--- src/hdl/video_pkg.sv ---
// fixed tiny raster mode for simulation only; no pll, no run-time mode switch, negative syncs
`default_nettype none

package video_pkg;

    // horizontal mode, porches and sync lead the line and the visible pixels come last
    localparam int VIS_WIDTH     = 16;
    localparam int H_FRONT_PORCH = 2;
    localparam int H_SYNC_PULSE  = 3;
    localparam int H_BACK_PORCH  = 3;
    localparam int TOTAL_WIDTH   = H_FRONT_PORCH + H_SYNC_PULSE + H_BACK_PORCH + VIS_WIDTH;
    // h_count of the first visible pixel
    localparam int H_OFFSCREEN   = TOTAL_WIDTH - VIS_WIDTH;

    // vertical mode, visible lines first and blanking lines at the bottom
    localparam int VIS_HEIGHT    = 8;
    localparam int V_FRONT_PORCH = 1;
    localparam int V_SYNC_PULSE  = 2;
    localparam int V_BACK_PORCH  = 1;
    localparam int TOTAL_HEIGHT  = VIS_HEIGHT + V_FRONT_PORCH + V_SYNC_PULSE + V_BACK_PORCH;

    // active sync levels
    localparam logic H_SYNC_POLARITY = 1'b0;
    localparam logic V_SYNC_POLARITY = 1'b0;

    // eight colour bars across the visible width
    localparam int BAR_WIDTH = VIS_WIDTH / 8;

    // raster counters, sized for TOTAL_WIDTH and TOTAL_HEIGHT
    typedef logic [4:0] hres_t;
    typedef logic [3:0] vres_t;

    // 4 bits per channel
    typedef struct packed {
        logic [3:0] r;
        logic [3:0] g;
        logic [3:0] b;
    } rgb_t;

    // timing bundle from the raster generator to the pixel combiner
    typedef struct packed {
        logic hsync;
        logic vsync;
        // display enable
        logic dv_de;
        // first pixel of a new frame
        logic end_of_frame;
        // first pixel of a new line
        logic end_of_line;
    } raster_t;

endpackage

`default_nettype wire

--- src/hdl/border_gen.sv ---
// one cycle from counters to flag; flags only the outer ring of the visible area
`timescale 1ns/1ps
`default_nettype none

module border_gen import video_pkg::*; (
    input  wire logic  clk,
    input  wire logic  reset_i,
    input  wire hres_t h_count_i,
    input  wire vres_t v_count_i,
    output logic       on_border_o
);

    logic visible;
    logic edge_col;
    logic edge_line;

    always_comb begin
        // inside the visible window at all
        visible   = (h_count_i >= hres_t'(H_OFFSCREEN)) && (v_count_i < vres_t'(VIS_HEIGHT));
        // first or last visible column
        edge_col  = (h_count_i == hres_t'(H_OFFSCREEN)) ||
                    (h_count_i == hres_t'(TOTAL_WIDTH - 1));
        // top or bottom visible line
        edge_line = (v_count_i == '0) || (v_count_i == vres_t'(VIS_HEIGHT - 1));
    end

    always_ff @(posedge clk) begin
        if (reset_i) begin
            on_border_o <= 1'b0;
        end else begin
            on_border_o <= visible && (edge_col || edge_line);
        end
    end

    // never starts a border on a blanking line
    assert property (@(posedge clk) disable iff (reset_i)
        $rose(on_border_o) |-> ($past(v_count_i) < vres_t'(VIS_HEIGHT)));

endmodule

`default_nettype wire

--- src/hdl/color_bar_gen.sv ---
// one cycle from h_count to bar colour; bar width is VIS_WIDTH/8, no vertical dependence
`timescale 1ns/1ps
`default_nettype none

module color_bar_gen import video_pkg::*; (
    input  wire logic  clk,
    input  wire logic  reset_i,
    input  wire hres_t h_count_i,
    input  wire logic  bar_enable_i,
    output rgb_t       bar_rgb_o
);

    hres_t      vis_col;
    logic [2:0] bar_idx;
    rgb_t       bar_color;

    always_comb begin
        // column within the visible part of the line
        vis_col = h_count_i - hres_t'(H_OFFSCREEN);
        bar_idx = 3'(vis_col / hres_t'(BAR_WIDTH));

        // classic bar order, full scale channels
        case (bar_idx)
            3'd0: bar_color = '{r: 4'hf, g: 4'hf, b: 4'hf};
            3'd1: bar_color = '{r: 4'hf, g: 4'hf, b: 4'h0};
            3'd2: bar_color = '{r: 4'h0, g: 4'hf, b: 4'hf};
            3'd3: bar_color = '{r: 4'h0, g: 4'hf, b: 4'h0};
            3'd4: bar_color = '{r: 4'hf, g: 4'h0, b: 4'hf};
            3'd5: bar_color = '{r: 4'hf, g: 4'h0, b: 4'h0};
            3'd6: bar_color = '{r: 4'h0, g: 4'h0, b: 4'hf};
            3'd7: bar_color = '{r: 4'h0, g: 4'h0, b: 4'h0};
        endcase

        // black in the porch/sync columns or when bars are switched off
        if (!bar_enable_i || (h_count_i < hres_t'(H_OFFSCREEN))) begin
            bar_color = '0;
        end
    end

    always_ff @(posedge clk) begin
        if (reset_i) begin
            bar_rgb_o <= '0;
        end else begin
            bar_rgb_o <= bar_color;
        end
    end

endmodule

`default_nettype wire

--- src/hdl/pixel_combine.sv ---
// adds one cycle; expects generators one cycle behind raster_i, outputs two behind counters
`timescale 1ns/1ps
`default_nettype none

module pixel_combine import video_pkg::*; (
    input  wire logic    clk,
    input  wire logic    reset_i,
    input  wire raster_t raster_i,
    input  wire rgb_t    bar_rgb_i,
    input  wire logic    on_border_i,
    input  wire rgb_t    border_color_i,
    output rgb_t         rgb_o,
    output logic         hsync_o,
    output logic         vsync_o,
    output logic         de_o,
    output logic         frame_start_o
);

    // raster_q1 matches the generator outputs, raster_q2 matches rgb_o
    raster_t raster_q1;
    raster_t raster_q2;
    rgb_t    pixel;

    // idle raster, syncs inactive and nothing else set
    localparam raster_t RASTER_IDLE = '{
        hsync:        ~H_SYNC_POLARITY,
        vsync:        ~V_SYNC_POLARITY,
        dv_de:        1'b0,
        end_of_frame: 1'b0,
        end_of_line:  1'b0
    };

    always_comb begin
        // border lies on top of the bars
        pixel = on_border_i ? border_color_i : bar_rgb_i;
        // black outside display enable
        if (!raster_q1.dv_de) begin
            pixel = '0;
        end
    end

    always_ff @(posedge clk) begin
        if (reset_i) begin
            raster_q1 <= RASTER_IDLE;
            raster_q2 <= RASTER_IDLE;
            rgb_o     <= '0;
        end else begin
            raster_q1 <= raster_i;
            raster_q2 <= raster_q1;
            rgb_o     <= pixel;
        end
    end

    assign hsync_o       = raster_q2.hsync;
    assign vsync_o       = raster_q2.vsync;
    assign de_o          = raster_q2.dv_de;
    assign frame_start_o = raster_q2.end_of_frame;

    // blanked pixels carry no colour
    assert property (@(posedge clk) !de_o |-> (rgb_o == '0));

    // a frame always begins on a line start
    assert property (@(posedge clk) disable iff (reset_i)
        frame_start_o |-> raster_q2.end_of_line);

endmodule

`default_nettype wire

--- src/hdl/video_out_top.sv ---
// wiring only; every output lags the raster counters by two clocks
`timescale 1ns/1ps
`default_nettype none

module video_out_top import video_pkg::*; (
    input  wire logic clk,
    input  wire logic reset_i,
    input  wire logic bar_enable_i,
    input  wire rgb_t border_color_i,
    output rgb_t      rgb_o,
    output logic      hsync_o,
    output logic      vsync_o,
    output logic      de_o,
    output logic      frame_start_o
);

    hres_t   h_count;
    vres_t   v_count;
    raster_t raster;
    rgb_t    bar_rgb;
    logic    on_border;

    video_timing timing0 (
        .clk         (clk),
        .reset_i     (reset_i),
        .h_count_o   (h_count),
        .v_count_o   (v_count),
        .h_visible_o (),
        .raster_o    (raster)
    );

    color_bar_gen bars0 (
        .clk          (clk),
        .reset_i      (reset_i),
        .h_count_i    (h_count),
        .bar_enable_i (bar_enable_i),
        .bar_rgb_o    (bar_rgb)
    );

    border_gen border0 (
        .clk         (clk),
        .reset_i     (reset_i),
        .h_count_i   (h_count),
        .v_count_i   (v_count),
        .on_border_o (on_border)
    );

    pixel_combine combine0 (
        .clk            (clk),
        .reset_i        (reset_i),
        .raster_i       (raster),
        .bar_rgb_i      (bar_rgb),
        .on_border_i    (on_border),
        .border_color_i (border_color_i),
        .rgb_o          (rgb_o),
        .hsync_o        (hsync_o),
        .vsync_o        (vsync_o),
        .de_o           (de_o),
        .frame_start_o  (frame_start_o)
    );

endmodule

`default_nettype wire

--- src/hdl/video_timing.sv ---
// all outputs registered and aligned to h_count/v_count; mode fixed by video_pkg localparams
`timescale 1ns/1ps
`default_nettype none

module video_timing import video_pkg::*; (
    input  wire logic clk,
    input  wire logic reset_i,
    output hres_t     h_count_o,
    output vres_t     v_count_o,
    output logic      h_visible_o,
    output raster_t   raster_o
);

    // both machines start in state 0 so reset lands on pixel 0 of line 0
    typedef enum logic [1:0] {
        H_FRONT   = 2'b00,
        H_SYNC    = 2'b01,
        H_BACK    = 2'b10,
        H_VISIBLE = 2'b11
    } h_state_t;

    typedef enum logic [1:0] {
        V_VISIBLE = 2'b00,
        V_FRONT   = 2'b01,
        V_SYNC    = 2'b10,
        V_BACK    = 2'b11
    } v_state_t;

    h_state_t h_state;
    h_state_t h_state_next;
    v_state_t v_state;
    v_state_t v_state_next;

    hres_t    h_count;
    hres_t    h_count_next;
    hres_t    h_match;
    vres_t    v_count;
    vres_t    v_count_next;
    vres_t    v_match;

    logic     end_of_line_next;
    raster_t  raster_next;
    raster_t  raster_q;

    // last h_count of each horizontal interval
    always_comb begin
        case (h_state)
            H_FRONT:   h_match = hres_t'(H_FRONT_PORCH - 1);
            H_SYNC:    h_match = hres_t'(H_FRONT_PORCH + H_SYNC_PULSE - 1);
            H_BACK:    h_match = hres_t'(H_OFFSCREEN - 1);
            H_VISIBLE: h_match = hres_t'(TOTAL_WIDTH - 1);
        endcase
    end

    // last line of each vertical interval
    always_comb begin
        case (v_state)
            V_VISIBLE: v_match = vres_t'(VIS_HEIGHT - 1);
            V_FRONT:   v_match = vres_t'(VIS_HEIGHT + V_FRONT_PORCH - 1);
            V_SYNC:    v_match = vres_t'(VIS_HEIGHT + V_FRONT_PORCH + V_SYNC_PULSE - 1);
            V_BACK:    v_match = vres_t'(TOTAL_HEIGHT - 1);
        endcase
    end

    // state steps when the counter hits the interval end, wrapping visible back to front
    always_comb begin
        h_state_next = h_state;
        if (h_count == h_match) begin
            h_state_next = h_state_t'(h_state + 2'd1);
        end
    end

    // line wraps when the visible interval ends
    assign end_of_line_next = (h_state == H_VISIBLE) && (h_state_next == H_FRONT);

    // vertical machine only moves on a line boundary
    always_comb begin
        v_state_next = v_state;
        if (end_of_line_next && (v_count == v_match)) begin
            v_state_next = v_state_t'(v_state + 2'd1);
        end
    end

    // counters follow the next state so they line up with the registered outputs
    always_comb begin
        h_count_next = h_count + 1'b1;
        v_count_next = v_count;
        if (end_of_line_next) begin
            h_count_next = '0;
            v_count_next = v_count + 1'b1;
            if ((v_state == V_BACK) && (v_state_next == V_VISIBLE)) begin
                v_count_next = '0;
            end
        end
    end

    // outputs decoded from the next state, then registered with the counters
    always_comb begin
        raster_next.hsync        = (h_state_next == H_SYNC) ? H_SYNC_POLARITY : ~H_SYNC_POLARITY;
        raster_next.vsync        = (v_state_next == V_SYNC) ? V_SYNC_POLARITY : ~V_SYNC_POLARITY;
        raster_next.dv_de        = (h_state_next == H_VISIBLE) && (v_state_next == V_VISIBLE);
        raster_next.end_of_line  = end_of_line_next;
        raster_next.end_of_frame = end_of_line_next && (v_state == V_BACK) &&
                                   (v_state_next == V_VISIBLE);
    end

    always_ff @(posedge clk) begin
        if (reset_i) begin
            h_state              <= H_FRONT;
            v_state              <= V_VISIBLE;
            h_count              <= '0;
            v_count              <= '0;
            // syncs idle, no enable and no strobes while in reset
            raster_q.hsync        <= ~H_SYNC_POLARITY;
            raster_q.vsync        <= ~V_SYNC_POLARITY;
            raster_q.dv_de        <= 1'b0;
            raster_q.end_of_frame <= 1'b0;
            raster_q.end_of_line  <= 1'b0;
        end else begin
            h_state  <= h_state_next;
            v_state  <= v_state_next;
            h_count  <= h_count_next;
            v_count  <= v_count_next;
            raster_q <= raster_next;
        end
    end

    assign h_count_o   = h_count;
    assign v_count_o   = v_count;
    assign h_visible_o = (h_state == H_VISIBLE);
    assign raster_o    = raster_q;

    // enable only on the visible columns of the horizontal counter
    assert property (@(posedge clk) disable iff (reset_i)
        raster_q.dv_de |-> (h_count >= hres_t'(H_OFFSCREEN)));

    // horizontal counter wraps before TOTAL_WIDTH
    assert property (@(posedge clk) h_count < hres_t'(TOTAL_WIDTH));

endmodule

`default_nettype wire

--- config.mk ---
export PLATFORM = sky130hd
export DESIGN_NAME = video_out_top
export DESIGN_NICKNAME = d
export VERILOG_FILES = /design/src/hdl/video_pkg.sv /design/src/hdl/border_gen.sv /design/src/hdl/color_bar_gen.sv /design/src/hdl/pixel_combine.sv /design/src/hdl/video_out_top.sv /design/src/hdl/video_timing.sv
export SDC_FILE = /design/constraint.sdc
export NUM_CORES = 1
export LEC_CHECK = 0
export ABC_AREA = 1
export ABC_CLOCK_PERIOD_IN_PS = 4240
export BUFFER_PORTS_ARGS = -buffer_cell sky130_fd_sc_hd__clkbuf_2
export CAP_MARGIN = 10
export CORE_ASPECT_RATIO = 0.8
export CORE_UTILIZATION = 61
export CTS_BUF_LIST = sky130_fd_sc_hd__clkbuf_8
export CTS_CLUSTER_DIAMETER = 120
export DETAILED_ROUTE_END_ITERATION = 12
export GPL_TIMING_DRIVEN = 0
export PLACE_DENSITY = 0.9
export SLEW_MARGIN = 20
export SYNTH_ARGS = -nofsm -noshare
export SYNTH_HDL_FRONTEND = slang
export SYNTH_SLANG_ARGS = --single-unit
--- constraint.sdc ---
create_clock -name clk -period 4.24 [get_ports clk]
set_clock_uncertainty 0.15 [all_clocks]
set_input_delay 0.636 -clock clk [delete_from_list [all_inputs] [get_ports clk]]
set_output_delay 0.636 -clock clk [all_outputs]
set_load 0.02 [all_outputs]
Word level (Yosys, flattened, before mapping) --
Memories as Yosys holds them, arrays and structs flattened. A register that Yosys moved wholly into a read port is not among the register bits. Cells that the tools add are included.
Word-level totals: bits in registers 38, word-level logic and storage cells 73, memories 1, memory bits (read-only) 96, output and inout port bits 16, input bits 15
Operators by class: add/subtract/negate cells 5, reductions and logical operators 21, eq/ne operators 14, bitwise operators 1, magnitude comparators 3, multiplexer cells 8
Memory list:
- (no name shown) | depth 8, bits a word 12, rd ports 1, clocked after memory_dff 1, write ports 0, line color_bar_gen.sv:23 | case (bar_idx)
Operators by type and width (number):
- $pmux 5 s4 | 1
- $pmux 4 s4 | 1
- $eq 2x2->1 const B | 6
- $mux 12 | 1
- $logic_and 1x1->1 | 8
- $logic_not 2->1 | 4
- $eq 2x1->1 const B | 3
- $reduce_or 2->1 | 3
- $add 5x1->5 const B | 1
- $eq 5x4->1 const B | 1
- $eq 5x5->1 | 1
- $eq 5x5->1 const B | 1
- $ge 5x4->1 const B | 1
- $lt 5x4->1 const B | 1
- $add 2x1->2 const B | 2
- $add 4x1->4 const B | 1
- $eq 4x3->1 const B | 1
- $eq 4x4->1 | 1
- $logic_not 4->1 | 1
- $logic_or 1x1->1 | 4
- $lt 4x4->1 const B | 1
- $mux 2 | 2
- $mux 4 | 1
- $sub 4x4->4 const B | 1
- 3 further kinds | 4

Depth between registers and ports, before layout --
depth in word-level cells 11, depth in mapped cells 17, mapped depth without buffers 17

By module --
Synthesis repeated with hierarchy kept, for this count alone.
Unflattened totals: cell total of the unflattened synthesis 256, area total of the unflattened synthesis 2055.7 µm²
By module, submodules not included:
- video_timing | times used 1, area each 1103.6 µm², sequential area each 360.3 µm², cells an instance 143
- pixel_combine | times used 1, area each 693.2 µm², sequential area each 400.4 µm², cells an instance 73
- color_bar_gen | times used 1, area each 166.4 µm², sequential area each 60.1 µm², cells an instance 21
- border_gen | times used 1, area each 92.6 µm², sequential area each 20.0 µm², cells an instance 19

Least setup slack after synthesis --
OpenSTA, ideal clock, no wires.
path kind register to register, start point register timing0.h_state[0], end point register timing0.v_count[0] (netlist: timing0.v_count_o[0]), slack 2.290 ns, clock period less this slack 1.950 ns, library setup time 0.112 ns, arrival time 1.688 ns, cell stages (with the launch flop) 15, data required time 3.978 ns, cell sequence dfxtp_1 inv_1 ha_1 nand2_1 nand3_2 nor2_4 nand2_1 nand2_1 nand3_2 nor2_8 nand3b_2 nand2_4 nand3_2 nand2_1 nand2_1
Between the ends: cells in the longest elaborated chain, start to end 11
Ends and longest elaborated chain:
- from (decl) | line video_timing.sv:29 | h_state_t h_state;
- from (signal assigned) | line video_timing.sv:120 | h_state <= h_state_next;
- $eq 2x2->1, or another cell as far along | line video_timing.sv:47, video_timing.sv:74
- $pmux 5 s4 | line video_timing.sv:47 | case (h_state)
- $eq 5x5->1 | line video_timing.sv:68 | if (h_count == h_match) begin
- $mux 2 | line video_timing.sv:68
- $logic_not 2->1 | line video_timing.sv:74 | assign end_of_line_next = (h_state == H_VISIBLE) && (h_state_next == H_FRONT);
- $logic_and 1x1->1 (*) | line video_timing.sv:74
- $logic_and 1x1->1 | line video_timing.sv:79 | if (end_of_line_next && (v_count == v_match)) begin
- $mux 2 | line video_timing.sv:79
- $logic_not 2->1 | line video_timing.sv:91 | if ((v_state == V_BACK) && (v_state_next == V_VISIBLE)) begin
- $logic_and 1x1->1 | line video_timing.sv:91
- $mux 4 | line video_timing.sv:91
- to (signal assigned) | line video_timing.sv:123 | v_count <= v_count_next;
- to (decl) | line video_timing.sv:37 | vres_t v_count;
Mark *: on every way between the ends. The rest lies on a longest branch, timed or not. The select of a mux whose other input is x is not followed. A chain may end at the register's enable or synchronous reset.

Worst setup path after layout --
Same ends and word-level chain as after synthesis.

==> reports/metrics.yaml <==
power_and_ir_drop:
  power_frac_comb: 0.219
  p_leak_nw: 0.911
  p_int_mw: 0.583
  power_density_nw_per_um2: 431
  switching_power_mw: 0.267
  swShare: 0.314
  ir_worst_vdd_v: 0.000334
  power.share.sequential: 0.501
  totalPowerFinal_mw: 0.850
  p_clk_frac: 0.279
critical_path:
  worstSetupPathType: "reg2reg"
  worstPathRequired_ns: 4.28
  crit_path_end_kind: "register"
  arrival_ns: 2.19
  worstPathMaxFanout: 9
  timing.reg2reg.setup_slack_ns: 2.09
  critical_path.startpoint_type: "register"
global_route:
  grt_use_met1: 0.273
  grtUsageMet3: 0.0690
  grt_use_total: 0.239
  grt_max_degree: 13
  grt_pass1_vias: 1281
  busiest_layer: "met2"
  overflow: 0
  grt.met2_usage: 0.408
  antenna_found_initial: 0
  grt_pass1_wl_mm: 5.18
finish:
  antennaDiodeCount: 0
  utilization: 0.776
  finalInstanceArea_um2: 1970
  final_common_cell: "nand2_1"
  nets: 267
  layout_common_cells: "48 x nand2_1, 41 x dfxtp_1, 30 x clkbuf_2, 24 x inv_1, 22 x nor2_1"
  area_growth_pct: 16.4
  drive_gt1_frac: 0.242
detailed_routing:
  via_per_inst: 4.88
  final_antenna_net_count: 0
  drc: 0
  first_pass_iters: 4
  drt-total-wl_mm: 3.05
  wl_per_cell_um: 10.9
  routed-via-count: 1365
  drtIter0Drc: 82
clock_tree:
  cts_tree: "yes"
  htreeDepth: 2
  clock_path_buffers: 2
  cts_made_buffers: 5
  path_clk_slew_ns: 0.07
  cts_hold_buf: 0
  clk_latency_ns: 0.29
  clockRootBuffer: "clkbuf_8"
  postCtsSetupBuffers: 0
  ctsResizeCount: 0
  cts_num_sinks: 41
synth:
  syn_inst: 206
  synthXorXnorAreaFrac: 0.0310
  synth-compound-area-share: 0.0524
  yosysWarnings: 0
  synth-seq-area-share: 0.484
  yosys.area.top_type: "dfxtp_1"
  synth-adder-area-share: 0.0664
  synth_top_family_by_area: "simple AND/OR/NAND/NOR gates"
  ys_seq_elements: 41
  syn_area_per_cell_um2: 8.23
  ys_top_cells_by_area: "dfxtp_1 48%, nand2_1 11%, ha_1 6.6%"
  synthMuxAreaShare: 0
  yosys.area_share.simple: 0.297
  synth_cell_type_count: 25
  syn_nets: 230
  synth_top_area_frac: 0.484
  syn_area_um2: 1700
place:
  io_buffer_count: 30
  placed_area_um2: 1890
  post-place-ws_ns: 2.09
  hpwl_mm: 2.25
  place.gp.congestion: 0.852
timing:
  drv_slew: 0
  rsz0062_at_grt: "no"
  timing.fmax_mhz: 465
  hold_viol_final: 0
  finalCritPeriodShare: 0.508
  final.min_clock_period_ns: 2.15
  tns_ns: 0
  setup_ws_ns: 2.09
  setup_viol: 0
  tightestPinTransition_ns: 0.457
  max_slew_margin: 0.695
worst_hold_path:
  hp-class: "reg2reg"
die:
  dieArea_um2: 3000
  ios: 31
  start_util: 0.667
  fp.dieW_um: 60.9
  rows: 16
  dieHeight_um: 49.2
  coreArea_um2: 2540
outcome:
  status: "complete, no violations"
flow_run:
  maxCapViolCount: 0
## path summary, 6_finish.rpt
check / endpoint / cells past startpoint / start
worst max-delay path: timing0.v_count_o[0] / 14 / timing0.h_state[0]
worst min-delay path: combine0.raster_q1[2] / 2 / timing0.raster_o[2]
worst max register to register: timing0.v_count_o[0] / 14 / timing0.h_state[0]
worst min register to register: combine0.raster_q1[2] / 2 / timing0.raster_o[2]
## through the flow
stage / cells / hold slack, ns
2_1_floorplan: 206 / 0.238
3_3_place_gp: 272 / 0.240
3_5_place_dp: 272 / 0.243
4_1_cts: 280 / 0.260
5_1_grt: 280 / 0.271
6_report: 280 / 0.260
## layer usage
layer / share of wire / up-vias
li1: - / 716
met1: 0.44 / 604
met2: 0.49 / 38
met3: 0.052 / 7
met4: 0.017 / 0
met5: 0 / -
## cells in the mapped netlist (all sizes together)
| master | n |
|---|---|
| nand3 | 15 |
| nor2 | 27 |
| o2111ai | 1 |
| nor3 | 2 |
| a21oi | 14 |
| xor2 | 4 |
| nor4 | 1 |
| nand4 | 1 |
| nand2 | 50 |
| inv | 28 |
| ha | 9 |
| nand3b | 2 |
| o21ai | 2 |
| xnor2 | 2 |
| clkbuf | 3 |
| dfxtp | 41 |
| or2 | 4 |
## flip-flops by register name, summed over array words and instances, names as in the netlist
name,cells
combine0.rgb_o,12
timing0.h_count_o,5
combine0.raster_q1,4
timing0.raster_o,4
timing0.v_count_o,4
bars0.bar_rgb_o,3
timing0.h_state,2
timing0.v_state,2
border0.on_border_o,1
combine0.de_o,1
combine0.frame_start_o,1
combine0.hsync_o,1
combine0.vsync_o,1
## power by group through the flow
stage | logic, mW | clock network, mW | registers [mW]
floorplan | 0.150 | 0 | 0.433
global placement | 0.179 | 0 | 0.434
detailed placement | 0.183 | 0 | 0.435
CTS | 0.187 | 0.241 | 0.426
global route | 0.211 | 0.260 | 0.429
finish | 0.186 | 0.237 | 0.426
## kinds of logic after synthesis
family / count (synthesis)
simple gates: 102
xor+xnor: 6
fa+ha+maj: 9
buf+inv: 31
flops: 41
compound gates: 17
## final cells by class
type	instances	area, um2
multi-input combinational	134	758
timing repair buffer	30	150
clock buffer	5	68.8
inverter	28	105
fill	183	569
buffer	3	11.3
sequential	41	821
tap	36	45.0
clock inverter	3	13.8
## worst max-delay path: stages (launching register included)
cell and delay [ns]:
dfxtp_1 0.40, inv_1 0.10, ha_1 0.21, nand2_1 0.08, nand3_2 0.09, nor2_4 0.11, nand3_1 0.09, nand2_2 0.12
inv_2 0.07, nor2_8 0.18, nand3b_2 0.12, nand2_4 0.11, nand3_2 0.09, nand2_1 0.07, nand2_1 0.05
Note: power is estimated with default switching activity, not from simulation.
